<file path="config.mk">
export PLATFORM = sky130hd
export DESIGN_NAME = atom_core
export DESIGN_NICKNAME = d
export VERILOG_FILES = /design/src/source/atom_pkg.sv /design/src/source/atom_decoder.sv /design/src/source/atom_imm_gen.sv /design/src/source/atom_regfile.sv /design/src/source/atom_exec.sv /design/src/source/atom_core.sv
export VERILOG_INCLUDE_DIRS = /design/src /design/src/source
export SDC_FILE = /design/constraint.sdc
export NUM_CORES = 2
export LEC_CHECK = 0
export BUFFER_PORTS_ARGS = -buffer_cell sky130_fd_sc_hd__buf_2
export CORE_UTILIZATION = 35
export CTS_CLUSTER_DIAMETER = 30
export CTS_CLUSTER_SIZE = 10
export DETAILED_ROUTE_END_ITERATION = 10
export GPL_TIMING_DRIVEN = 0
export PLACE_DENSITY = 0.61
export SYNTH_ARGS = -nofsm -noshare
export SYNTH_HDL_FRONTEND = slang
export SYNTH_HIERARCHICAL = 1
export SYNTH_SLANG_ARGS = --single-unit
export TNS_END_PERCENT = 50
</file>
<file path="constraint.sdc">
create_clock -name clk_i -period 7.8 [get_ports clk_i]
set_input_delay 1.56 -clock clk_i [delete_from_list [all_inputs] [get_ports clk_i]]
set_output_delay 1.56 -clock clk_i [all_outputs]
set_load 0.1 [all_outputs]
</file>
<file path="src/source/atom_macros.svh">
`ifndef ATOM_MACROS_SVH
`define ATOM_MACROS_SVH

//////////////////////////////
// Widths and reset values
//////////////////////////////

// Data and address width
`define ATOM_XLEN       32
// Architectural register count, x0 included
`define ATOM_REG_COUNT  32
// Fetch address out of reset
`define ATOM_RESET_PC   32'h0000_0000

//////////////////////////////
// Major opcodes
//////////////////////////////

`define ATOM_OPC_LUI     7'b0110111
`define ATOM_OPC_AUIPC   7'b0010111
`define ATOM_OPC_JAL     7'b1101111
`define ATOM_OPC_JALR    7'b1100111
`define ATOM_OPC_BRANCH  7'b1100011
`define ATOM_OPC_OPIMM   7'b0010011
`define ATOM_OPC_OP      7'b0110011
// Not executed yet, only its S immediate is formed
`define ATOM_OPC_STORE   7'b0100011

//////////////////////////////
// funct3 codes
//////////////////////////////

// Conditional branches
`define ATOM_F3_BEQ   3'b000
`define ATOM_F3_BNE   3'b001
`define ATOM_F3_BLT   3'b100
`define ATOM_F3_BGE   3'b101
`define ATOM_F3_BLTU  3'b110
`define ATOM_F3_BGEU  3'b111

// ALU group, shared by OP and OP-IMM
`define ATOM_F3_ADD   3'b000
`define ATOM_F3_SLL   3'b001
`define ATOM_F3_SLT   3'b010
`define ATOM_F3_SLTU  3'b011
`define ATOM_F3_XOR   3'b100
`define ATOM_F3_SR    3'b101
`define ATOM_F3_OR    3'b110
`define ATOM_F3_AND   3'b111

// JALR has a single legal funct3
`define ATOM_F3_JALR  3'b000

// funct7 patterns
`define ATOM_F7_BASE  7'b0000000
`define ATOM_F7_ALT   7'b0100000

`endif

</file>
<file path="src/source/atom_pkg.sv">
`default_nettype none

`include "atom_macros.svh"

package atom_pkg;

    //////////////////////////////
    // Width types
    //////////////////////////////

    // Data word or raw instruction
    typedef logic [`ATOM_XLEN-1:0] word_t;
    // Program counter
    typedef logic [`ATOM_XLEN-1:0] addr_t;
    // Register index, x0 to x31
    typedef logic [4:0]            reg_idx_t;

    //////////////////////////////
    // Control encodings
    //////////////////////////////

    // ALU function select
    typedef enum logic [3:0] {
        ALU_ADD,
        ALU_SUB,
        ALU_SLL,
        ALU_SLT,
        ALU_SLTU,
        ALU_XOR,
        ALU_SRL,
        ALU_SRA,
        ALU_OR,
        ALU_AND,
        ALU_PASS_B
    } alu_op_e;

    // Write-back source
    typedef enum logic [1:0] {
        WB_ALU,
        WB_LINK
    } wb_sel_e;

    // Decoded control bundle, one per instruction
    typedef struct packed {
        logic       rf_we;
        wb_sel_e    wb_sel;
        logic       a_is_pc;     // Operand A from PC instead of rs1
        logic       b_is_imm;    // Operand B from immediate instead of rs2
        alu_op_e    alu_op;
        logic       is_branch;
        logic [2:0] branch_f3;   // Condition, only meaningful with is_branch
        logic       is_jal;
        logic       is_jalr;
        logic       illegal;
    } ctrl_t;

    // One record per committed instruction
    typedef struct packed {
        logic     valid;
        logic     illegal;
        addr_t    pc;
        logic     rd_we;
        reg_idx_t rd;
        word_t    rd_data;
    } retire_t;

endpackage

`default_nettype wire

</file>
<file path="src/source/atom_decoder.sv">
`default_nettype none

`include "atom_macros.svh"

module atom_decoder (
    input  wire atom_pkg::word_t instr_i,
    output atom_pkg::ctrl_t      ctrl_o
);

    //////////////////////////////
    // Instruction fields
    //////////////////////////////

    logic [6:0] opcode;
    logic [2:0] funct3;
    logic [6:0] funct7;

    assign opcode = instr_i[6:0];
    assign funct3 = instr_i[14:12];
    assign funct7 = instr_i[31:25];

    // funct3 to base ALU op, shifts default to logical
    function automatic atom_pkg::alu_op_e base_alu_op(input logic [2:0] f3);
        case (f3)
            `ATOM_F3_ADD:  base_alu_op = atom_pkg::ALU_ADD;
            `ATOM_F3_SLL:  base_alu_op = atom_pkg::ALU_SLL;
            `ATOM_F3_SLT:  base_alu_op = atom_pkg::ALU_SLT;
            `ATOM_F3_SLTU: base_alu_op = atom_pkg::ALU_SLTU;
            `ATOM_F3_XOR:  base_alu_op = atom_pkg::ALU_XOR;
            `ATOM_F3_SR:   base_alu_op = atom_pkg::ALU_SRL;
            `ATOM_F3_OR:   base_alu_op = atom_pkg::ALU_OR;
            default:       base_alu_op = atom_pkg::ALU_AND;
        endcase
    endfunction

    //////////////////////////////
    // Control table
    //////////////////////////////

    always_comb begin
        // Safe defaults, no side effects
        ctrl_o           = '0;
        ctrl_o.wb_sel    = atom_pkg::WB_ALU;
        ctrl_o.alu_op    = atom_pkg::ALU_ADD;
        ctrl_o.branch_f3 = funct3;

        case (opcode)
            `ATOM_OPC_LUI: begin
                // Immediate straight through the ALU
                ctrl_o.rf_we    = 1'b1;
                ctrl_o.b_is_imm = 1'b1;
                ctrl_o.alu_op   = atom_pkg::ALU_PASS_B;
            end
            `ATOM_OPC_AUIPC: begin
                ctrl_o.rf_we    = 1'b1;
                ctrl_o.a_is_pc  = 1'b1;
                ctrl_o.b_is_imm = 1'b1;
            end
            `ATOM_OPC_JAL: begin
                ctrl_o.rf_we  = 1'b1;
                ctrl_o.wb_sel = atom_pkg::WB_LINK;
                ctrl_o.is_jal = 1'b1;
            end
            `ATOM_OPC_JALR: begin
                ctrl_o.rf_we   = 1'b1;
                ctrl_o.wb_sel  = atom_pkg::WB_LINK;
                ctrl_o.is_jalr = 1'b1;
                ctrl_o.illegal = (funct3 != `ATOM_F3_JALR);
            end
            `ATOM_OPC_BRANCH: begin
                // 010 and 011 are unassigned branch codes
                ctrl_o.is_branch = 1'b1;
                ctrl_o.illegal   = (funct3 == 3'b010) || (funct3 == 3'b011);
            end
            `ATOM_OPC_OPIMM: begin
                ctrl_o.rf_we    = 1'b1;
                ctrl_o.b_is_imm = 1'b1;
                ctrl_o.alu_op   = base_alu_op(funct3);
                // Shift immediates carry funct7 in the upper imm bits
                if (funct3 == `ATOM_F3_SLL) begin
                    ctrl_o.illegal = (funct7 != `ATOM_F7_BASE);
                end else if (funct3 == `ATOM_F3_SR) begin
                    if (funct7 == `ATOM_F7_ALT) begin
                        ctrl_o.alu_op = atom_pkg::ALU_SRA;
                    end else begin
                        ctrl_o.illegal = (funct7 != `ATOM_F7_BASE);
                    end
                end
            end
            `ATOM_OPC_OP: begin
                ctrl_o.rf_we  = 1'b1;
                ctrl_o.alu_op = base_alu_op(funct3);
                if (funct7 == `ATOM_F7_ALT) begin
                    // Only ADD and SR have an alternate form
                    if (funct3 == `ATOM_F3_ADD) begin
                        ctrl_o.alu_op = atom_pkg::ALU_SUB;
                    end else if (funct3 == `ATOM_F3_SR) begin
                        ctrl_o.alu_op = atom_pkg::ALU_SRA;
                    end else begin
                        ctrl_o.illegal = 1'b1;
                    end
                end else begin
                    ctrl_o.illegal = (funct7 != `ATOM_F7_BASE);
                end
            end
            default: begin
                // Loads, stores, system and anything unknown
                ctrl_o.illegal = 1'b1;
            end
        endcase

        // Illegal words must not write or redirect
        if (ctrl_o.illegal) begin
            ctrl_o.rf_we     = 1'b0;
            ctrl_o.wb_sel    = atom_pkg::WB_ALU;
            ctrl_o.is_branch = 1'b0;
            ctrl_o.is_jal    = 1'b0;
            ctrl_o.is_jalr   = 1'b0;
        end
    end

endmodule

`default_nettype wire

</file>
<file path="src/source/atom_imm_gen.sv">
`default_nettype none

`include "atom_macros.svh"

module atom_imm_gen (
    input  wire atom_pkg::word_t instr_i,
    output atom_pkg::word_t      imm_o
);

    logic [6:0] opcode;
    logic [2:0] funct3;
    logic       sign;

    assign opcode = instr_i[6:0];
    assign funct3 = instr_i[14:12];
    // Sign bit sits at 31 in every format
    assign sign   = instr_i[31];

    //////////////////////////////
    // Format select and extend
    //////////////////////////////

    always_comb begin
        case (opcode)
            `ATOM_OPC_OPIMM: begin
                if ((funct3 == `ATOM_F3_SLL) || (funct3 == `ATOM_F3_SR)) begin
                    // Shift amount only, funct7 bits dropped
                    imm_o = {27'b0, instr_i[24:20]};
                end else begin
                    imm_o = {{21{sign}}, instr_i[30:20]};
                end
            end
            // I format
            `ATOM_OPC_JALR:
                imm_o = {{21{sign}}, instr_i[30:20]};
            // S format, for future store support
            `ATOM_OPC_STORE:
                imm_o = {{21{sign}}, instr_i[30:25], instr_i[11:7]};
            // B format, bit 0 implied zero
            `ATOM_OPC_BRANCH:
                imm_o = {{20{sign}}, instr_i[7], instr_i[30:25], instr_i[11:8], 1'b0};
            // U format, low 12 bits zero
            `ATOM_OPC_LUI,
            `ATOM_OPC_AUIPC:
                imm_o = {instr_i[31:12], 12'b0};
            // J format
            `ATOM_OPC_JAL:
                imm_o = {{12{sign}}, instr_i[19:12], instr_i[20], instr_i[30:21], 1'b0};
            default:
                imm_o = '0;
        endcase
    end

endmodule

`default_nettype wire

</file>
<file path="src/source/atom_regfile.sv">
`default_nettype none

`include "atom_macros.svh"

module atom_regfile (
    input  wire                     clk_i,
    input  wire                     rst_n_i,
    input  wire atom_pkg::reg_idx_t rs1_idx_i,
    input  wire atom_pkg::reg_idx_t rs2_idx_i,
    output atom_pkg::word_t         rs1_data_o,
    output atom_pkg::word_t         rs2_data_o,
    input  wire                     we_i,
    input  wire atom_pkg::reg_idx_t rd_idx_i,
    input  wire atom_pkg::word_t    rd_data_i
);

    // Full array, x0 entry cleared by reset and never written
    atom_pkg::word_t regs_q [0:`ATOM_REG_COUNT-1];

    // Write port
    always_ff @(posedge clk_i) begin
        if (!rst_n_i) begin
            for (int i = 0; i < `ATOM_REG_COUNT; i++) begin
                regs_q[i] <= '0;
            end
        end else if (we_i && (rd_idx_i != '0)) begin
            regs_q[rd_idx_i] <= rd_data_i;
        end
    end

    // Read ports, combinational
    assign rs1_data_o = regs_q[rs1_idx_i];
    assign rs2_data_o = regs_q[rs2_idx_i];

    //////////////////////////////
    // Checks
    //////////////////////////////

    // x0 reads zero on both ports, whatever was aimed at it
    a_x0_zero: assert property (@(posedge clk_i) disable iff (!rst_n_i)
        ((rs1_idx_i != '0) || (rs1_data_o == '0)) &&
        ((rs2_idx_i != '0) || (rs2_data_o == '0)));

endmodule

`default_nettype wire

</file>
<file path="src/source/atom_exec.sv">
`default_nettype none

`include "atom_macros.svh"

module atom_exec (
    input  wire                     clk_i,
    input  wire                     rst_n_i,
    input  wire atom_pkg::ctrl_t    ctrl_i,
    input  wire atom_pkg::word_t    imm_i,
    input  wire atom_pkg::word_t    rs1_data_i,
    input  wire atom_pkg::word_t    rs2_data_i,
    input  wire atom_pkg::reg_idx_t rd_idx_i,
    output logic                    rf_we_o,
    output atom_pkg::word_t         rf_wdata_o,
    output atom_pkg::addr_t         pc_o,
    output atom_pkg::retire_t       retire_o
);

    atom_pkg::addr_t pc_q;
    atom_pkg::addr_t pc_next;
    atom_pkg::addr_t pc_plus4;
    atom_pkg::addr_t pc_rel;     // pc + imm, JAL and branches
    atom_pkg::addr_t rs1_rel;    // rs1 + imm, JALR
    atom_pkg::word_t op_a;
    atom_pkg::word_t op_b;
    atom_pkg::word_t alu_res;
    logic            cmp_eq;
    logic            cmp_lt;
    logic            cmp_ltu;
    logic            br_cond;
    logic            br_taken;

    //////////////////////////////
    // Operands and ALU
    //////////////////////////////

    assign op_a = ctrl_i.a_is_pc  ? pc_q  : rs1_data_i;
    assign op_b = ctrl_i.b_is_imm ? imm_i : rs2_data_i;

    always_comb begin
        case (ctrl_i.alu_op)
            atom_pkg::ALU_ADD:    alu_res = op_a + op_b;
            atom_pkg::ALU_SUB:    alu_res = op_a - op_b;
            // Shifts use the low five bits only
            atom_pkg::ALU_SLL:    alu_res = op_a << op_b[4:0];
            atom_pkg::ALU_SRL:    alu_res = op_a >> op_b[4:0];
            atom_pkg::ALU_SRA:    alu_res = $signed(op_a) >>> op_b[4:0];
            atom_pkg::ALU_SLT:
                alu_res = {{(`ATOM_XLEN-1){1'b0}}, ($signed(op_a) < $signed(op_b))};
            atom_pkg::ALU_SLTU:
                alu_res = {{(`ATOM_XLEN-1){1'b0}}, (op_a < op_b)};
            atom_pkg::ALU_XOR:    alu_res = op_a ^ op_b;
            atom_pkg::ALU_OR:     alu_res = op_a | op_b;
            atom_pkg::ALU_AND:    alu_res = op_a & op_b;
            atom_pkg::ALU_PASS_B: alu_res = op_b;
            default:              alu_res = '0;
        endcase
    end

    //////////////////////////////
    // Branch condition
    //////////////////////////////

    // Always rs1 against rs2, independent of operand muxes
    assign cmp_eq  = (rs1_data_i == rs2_data_i);
    assign cmp_lt  = ($signed(rs1_data_i) < $signed(rs2_data_i));
    assign cmp_ltu = (rs1_data_i < rs2_data_i);

    always_comb begin
        case (ctrl_i.branch_f3)
            `ATOM_F3_BEQ:  br_cond = cmp_eq;
            `ATOM_F3_BNE:  br_cond = !cmp_eq;
            `ATOM_F3_BLT:  br_cond = cmp_lt;
            `ATOM_F3_BGE:  br_cond = !cmp_lt;
            `ATOM_F3_BLTU: br_cond = cmp_ltu;
            `ATOM_F3_BGEU: br_cond = !cmp_ltu;
            default:       br_cond = 1'b0;
        endcase
    end

    assign br_taken = ctrl_i.is_branch && br_cond;

    //////////////////////////////
    // Next PC
    //////////////////////////////

    assign pc_plus4 = pc_q + 32'd4;
    // Targets forced to word alignment
    assign pc_rel   = (pc_q + imm_i) & ~32'h3;
    assign rs1_rel  = (rs1_data_i + imm_i) & ~32'h3;

    always_comb begin
        if (ctrl_i.is_jalr) begin
            pc_next = rs1_rel;
        end else if (ctrl_i.is_jal || br_taken) begin
            pc_next = pc_rel;
        end else begin
            // Fall-through, illegal words included
            pc_next = pc_plus4;
        end
    end

    always_ff @(posedge clk_i) begin
        if (!rst_n_i) begin
            pc_q <= `ATOM_RESET_PC;
        end else begin
            pc_q <= pc_next;
        end
    end

    assign pc_o = pc_q;

    //////////////////////////////
    // Write-back and retire
    //////////////////////////////

    assign rf_we_o    = ctrl_i.rf_we;
    assign rf_wdata_o = (ctrl_i.wb_sel == atom_pkg::WB_LINK) ? pc_plus4 : alu_res;

    always_comb begin
        // Every edge out of reset commits the current word
        retire_o.valid   = rst_n_i;
        retire_o.illegal = ctrl_i.illegal;
        retire_o.pc      = pc_q;
        retire_o.rd_we   = rf_we_o;
        retire_o.rd      = rd_idx_i;
        retire_o.rd_data = rf_wdata_o;
    end

    // PC stays word aligned after every commit
    a_pc_aligned: assert property (@(posedge clk_i) disable iff (!rst_n_i)
        retire_o.valid |=> (pc_q[1:0] == 2'b00));

    // Decoder flag and write enable agree on illegal words
    a_illegal_no_write: assert property (@(posedge clk_i) disable iff (!rst_n_i)
        (retire_o.valid && ctrl_i.illegal) |-> (!rf_we_o && (pc_next == pc_plus4)));

endmodule

`default_nettype wire

</file>
<file path="src/source/atom_core.sv">
`default_nettype none

module atom_core (
    input  wire                  clk_i,
    input  wire                  rst_n_i,
    input  wire atom_pkg::word_t instr_i,
    output atom_pkg::addr_t      imem_addr_o,
    output atom_pkg::retire_t    retire_o
);

    atom_pkg::ctrl_t ctrl;
    atom_pkg::word_t imm;
    atom_pkg::word_t rs1_data;
    atom_pkg::word_t rs2_data;
    logic            rf_we;
    atom_pkg::word_t rf_wdata;

    //////////////////////////////
    // Decode, side by side
    //////////////////////////////

    atom_decoder u_decoder (
        .instr_i (instr_i),
        .ctrl_o  (ctrl)
    );

    atom_imm_gen u_imm_gen (
        .instr_i (instr_i),
        .imm_o   (imm)
    );

    // Register indices come straight from the fetched word
    atom_regfile u_regfile (
        .clk_i      (clk_i),
        .rst_n_i    (rst_n_i),
        .rs1_idx_i  (instr_i[19:15]),
        .rs2_idx_i  (instr_i[24:20]),
        .rs1_data_o (rs1_data),
        .rs2_data_o (rs2_data),
        .we_i       (rf_we),
        .rd_idx_i   (instr_i[11:7]),
        .rd_data_i  (rf_wdata)
    );

    //////////////////////////////
    // Execute and PC
    //////////////////////////////

    atom_exec u_exec (
        .clk_i      (clk_i),
        .rst_n_i    (rst_n_i),
        .ctrl_i     (ctrl),
        .imm_i      (imm),
        .rs1_data_i (rs1_data),
        .rs2_data_i (rs2_data),
        .rd_idx_i   (instr_i[11:7]),
        .rf_we_o    (rf_we),
        .rf_wdata_o (rf_wdata),
        .pc_o       (imem_addr_o),
        .retire_o   (retire_o)
    );

endmodule

`default_nettype wire

</file>
==> qor.tcl <==
set qor(worstSetupEndpointType) {primary output}
set qor(dpl.hpwl_mm) 278
set qor(synth_area_per_cell_um2) 10.3
set qor(final_core_util_pct) 45.0
set qor(clkPwrFrac_pct) 39.2
set qor(final_nets) 7870
set qor(tritoncts_clock_tree) {yes}
set qor(core_um2) 205000
set qor(power.static_leakage_nw) 37.7
set qor(worstPathMaxFanout) 10
set qor(worst_ep_required_time_ns) 6.24
set qor(pin_count) 138
set qor(fp.dieW_um) 456
set qor(grt_first_pass_wirelength_mm) 485
set qor(remaining_drc_errors) 0
set qor(cts_buffers) 211
set qor(crit_arrival_ns) 7.00
set qor(place.port_buffers) 133
set qor(first_pass_iters) 8
set qor(seq_power_share_pct) 28.7
set qor(first_global_vias) 61900
set qor(synth_top_cell_area_share_pct) 42.6
set qor(floorplan.die_area_um2) 208000
set qor(synth.area.mux_share_pct) 16.7
set qor(timing.max_cap.violations) 3
set qor(power.share.combinational_pct) 32.1
set qor(outcome) {finished with violations}
set qor(wirelength_mm) 361
set qor(totalPowerFinal_w) 0.0228
set qor(synth-simple-area-share_pct) 16.6
set qor(synth_top_cells_by_area) {edfxtp_1, mux2i_1, and2_1, ha_1, a21oi_1}
set qor(report.final.slew_viol_count) 18
set qor(per_cell_via_count_in_the_routed_design) 6.06
set qor(timing.critical_path.from_type) {primary input}
set qor(timing.critical_path.cells) {buf_8 -> nor2b_4 -> buf_6 -> buf_4 -> clkbuf_2 -> a22oi_1 -> a31oi_2 -> nand3_2 -> mux2i_4 -> ha_1 -> clkbuf_1 -> inv_2 -> nand4_1 -> or4b_2 -> o211ai_1 -> o311ai_4 -> o31ai_4 -> buf_6 -> nor3_4 -> nor4_4 -> o21ai_4 -> buf_12}
set qor(yosys_register_bits) 1054
set qor(critical_path.n_buffers_inverters) 8
set qor(adder_cell_area_share_of_the_yosys_netlist_pct) 3.48
set qor(number_of_antenna_violations_at_the_first_check_in_global_routing) 27
set qor(gp_routability_congestion) 1.02
set qor(worst_hold_startpoint) {u_exec/pc_o[31]}
set qor(reg2reg_depth) 18
set qor(p_switching_w) 0.00844
set qor(tritoncts_num_sinks) 1054
set qor(tightest_slew_ns) 1.59
set qor(grt_max_degree) 30
set qor(timing.final.crit_period_ns) 8.56
set qor(mostFrequentLayoutCell) {mux2i_1}
set qor(synth.distinct_cells) 112
set qor(worst_setup_hold_path_clk_slew_ns) 0.04
set qor(seq_area_frac_synth_pct) 43.4
set qor(post-synth-top-area-cell) {edfxtp_1}
set qor(fin_ws_ns) -0.760
set qor(via_count) 63800
set qor(crit_path_max_incr_delay_ns) 0.66
set qor(drt_iter0_markers) 8020
set qor(placement.setup.worst_slack_ns) -4.40
set qor(cpMostUsedCell) {buf_6}
set qor(violations_in_the_final_reports) {capacitance limit, slew limit, setup timing}
set qor(crit_path_start) {instr_i[22]}
set qor(postSynthCellCount) 7023
set qor(worst_hold_path_type) {reg -> reg}
set qor(floorplan.die.height_um) 456
set qor(finalClockSkew_ns) 0.0447
set qor(clock-root-buffer) {clkbuf_16}
set qor(max_freq_mhz) 117
set qor(setup.reg_to_reg.worst_slack_ns) 1.56
set qor(fillers) 19000
set qor(finalSetupViolCount) 31
set qor(vdd.ir_drop.worst_uv) 198
set qor(period_share_pct) 110
set qor(synth_top_family_by_area) {multiplexers}
set qor(grt_usage_pct) 33.2
set qor(stdcell_count) 10500
set qor(most_used_flip_flop_cell_after_synthesis) {edfxtp_1}
set qor(synthToLayoutAreaGrowth_pct) 27.5
set qor(power_per_cell_area_nw_per_um2) 248
set qor(rows) 166
set qor(cts.path.max_buffers) 3
set qor(cts_hold_buf) 0
set qor(critPathKind) {in -> out}
set qor(critPathSlowestCell) {or4b_2}
set qor(rsz0062_at_grt) {true}
set qor(synth.cell_area_um2) 72200
set qor(grt_overflow_total) 0
set qor(count_of_placed_standard_cells_including_taps) 9920
set qor(number_of_endpoints_with_negative_hold_slack_in_the_final_report) 0
set qor(top_delay_family_on_crit_path) {simple AND/OR/NAND/NOR gates}
set qor(post_synth_xor_area_fraction_pct) 1.04
set qor(switching_part_of_the_total_pct) 37.0
set qor(destination_of_the_critical_timing_path) {retire_o[30]}
set qor(rr_startpoint) {u_regfile/regs_q[0][31]}
set qor(insertion_delay_ns) 0.86
set qor(mostFrequentLayoutCells) {mux2i_1, edfxtp_1, and2_1}
set qor(ant_nets) 0
set qor(ys.warnings.count) 6
set qor(clock_tree.htree_level_count) 4
set qor(synth-edff-count) 1024
set qor(wl_per_cell_um) 34.3
set qor(timing.critical_path.depth) 22
set qor(async_sr_flop_fraction_pct) 0
set qor(drive_gt1_share_pct) 21.7
set qor(pint_w) 0.0144
set qor(maxSlewHeadroom_pct) -6.30
set qor(compound_gate_fraction_of_synth_area_pct) 13.3
set qor(initial_utilization_pct) 35.3
set qor(r2r-end) {u_exec/pc_o[13]}
## per-layer routing
metal	share of wire (%)	GRT usage [%]	routed length [µm]
met1	36	38.2	129000
met2	46	53.4	164000
met3	9.8	8.07	35500
met4	8.8	25.1	31900
met5	0.049	0	178
## area by class of cell
cell class / count / area, µm² / share of cell area, %
multi-input cells: 5178 / 40800 / 44.3
flip-flops and latches: 1054 / 31400 / 34.0
clock buffers: 233 / 5430 / 5.89
plain buffers: 662 / 5090 / 5.53
repair buffers: 376 / 3750 / 4.07
well taps: 2688 / 3360 / 3.65
clock inverters: 160 / 1630 / 1.77
inverters: 154 / 613 / 0.666
diodes: 19 / 47.5 / 0.0516
## worst min path at each step
stage / slack [ns] / cells past startpoint / end
2_1_floorplan: 0.97 / 7 / u_exec/pc_o[25]
3_3_place_gp: 0.90 / 2 / u_exec/pc_o[2]
3_5_place_dp: 0.92 / 2 / u_exec/pc_o[2]
4_1_cts: 0.98 / 2 / u_exec/pc_o[2]
5_1_grt: 1.00 / 2 / u_exec/pc_o[2]
6_report: 0.99 / 3 / u_exec/pc_o[31]
## stage by stage
step,TNS [ns],hold WS [ns],instance area [µm²]
CTS,-14.70,0.978,89500
global route,-12.35,1.00,92100
floorplan,-0.0462,0.971,72700
detailed placement,-2458.47,0.921,77900
finish,-12.62,0.986,92100
global placement,-5131.28,0.900,76700
## power groups by stage
stage	clock, W	combinational [W]	sequential [W]
final	0.00894	0.00733	0.00654
after global routing	0.00923	0.00749	0.00655
after CTS	0.00897	0.00664	0.00653
after detailed placement	0	0.00590	0.00663
after global placement	0	0.00583	0.00667
after floorplan	0	0.00349	0.00663
## sequential cells by signal (all words and copies together) (netlist names)
signal,cells
u_exec/pc_o,30
u_regfile/regs_q,1024
## synthesized netlist by cell type (all sizes together) (8+ instances only)
cell / count
and3: 19
o2111ai: 8
dfxtp: 30
a2111oi: 12
nand2: 455
ha: 196
mux2: 10
a21boi: 9
o21ai: 192
a22oi: 210
o21a: 13
a22o: 136
nor2: 226
a21o: 54
a211o: 11
nand4: 22
o211a: 12
or3: 19
xnor2: 46
a21oi: 385
nand2b: 24
edfxtp: 1024
o22ai: 50
o21bai: 13
a221o: 13
a221oi: 29
xor2: 40
o31ai: 19
o221ai: 16
and2: 1014
buf: 314
nor2b: 27
inv: 153
a211oi: 46
a311oi: 12
mux2i: 1188
o311ai: 9
nor3: 113
clkbuf: 358
or2: 17
nand3b: 10
nand3: 243
a31oi: 88
o211ai: 34
nor4: 18
## worst register-to-register path: stages, from the launching register on
cell and delay (ns):
edfxtp_1 0.36, mux2i_1 0.08, a22o_1 0.24, nor3_1 0.63
a31oi_1 0.09, nand3_1 0.24, inv_1 0.08, ha_1 0.56
nand4_1 0.27, nor4_1 0.58, nor3b_1 0.73, nand2_1 0.18
xor2_1 0.18, nor4b_1 0.27, a311o_1 0.25, buf_6 0.20
clkbuf_1 0.70, o21ai_0 0.23, o211a_1 0.25
## repair_timing
item	4_1_cts	5_1_grt
setup buffers	80	112
endpoints found under the setup margin	1033	32
resized for setup	943	403
cloned	2	9
pin swaps	60	68
## cell families after synthesis
logic type | count (synthesis)
flip-flops | 1054
adder cells (fa/ha/maj) | 199
buffers and inverters | 826
XOR/XNOR | 86
AO/OA/AOI/OAI | 1419
other | 3
AND/OR/NAND/NOR | 2237
multiplexers | 1199
(Power assumes the default switching activity.)
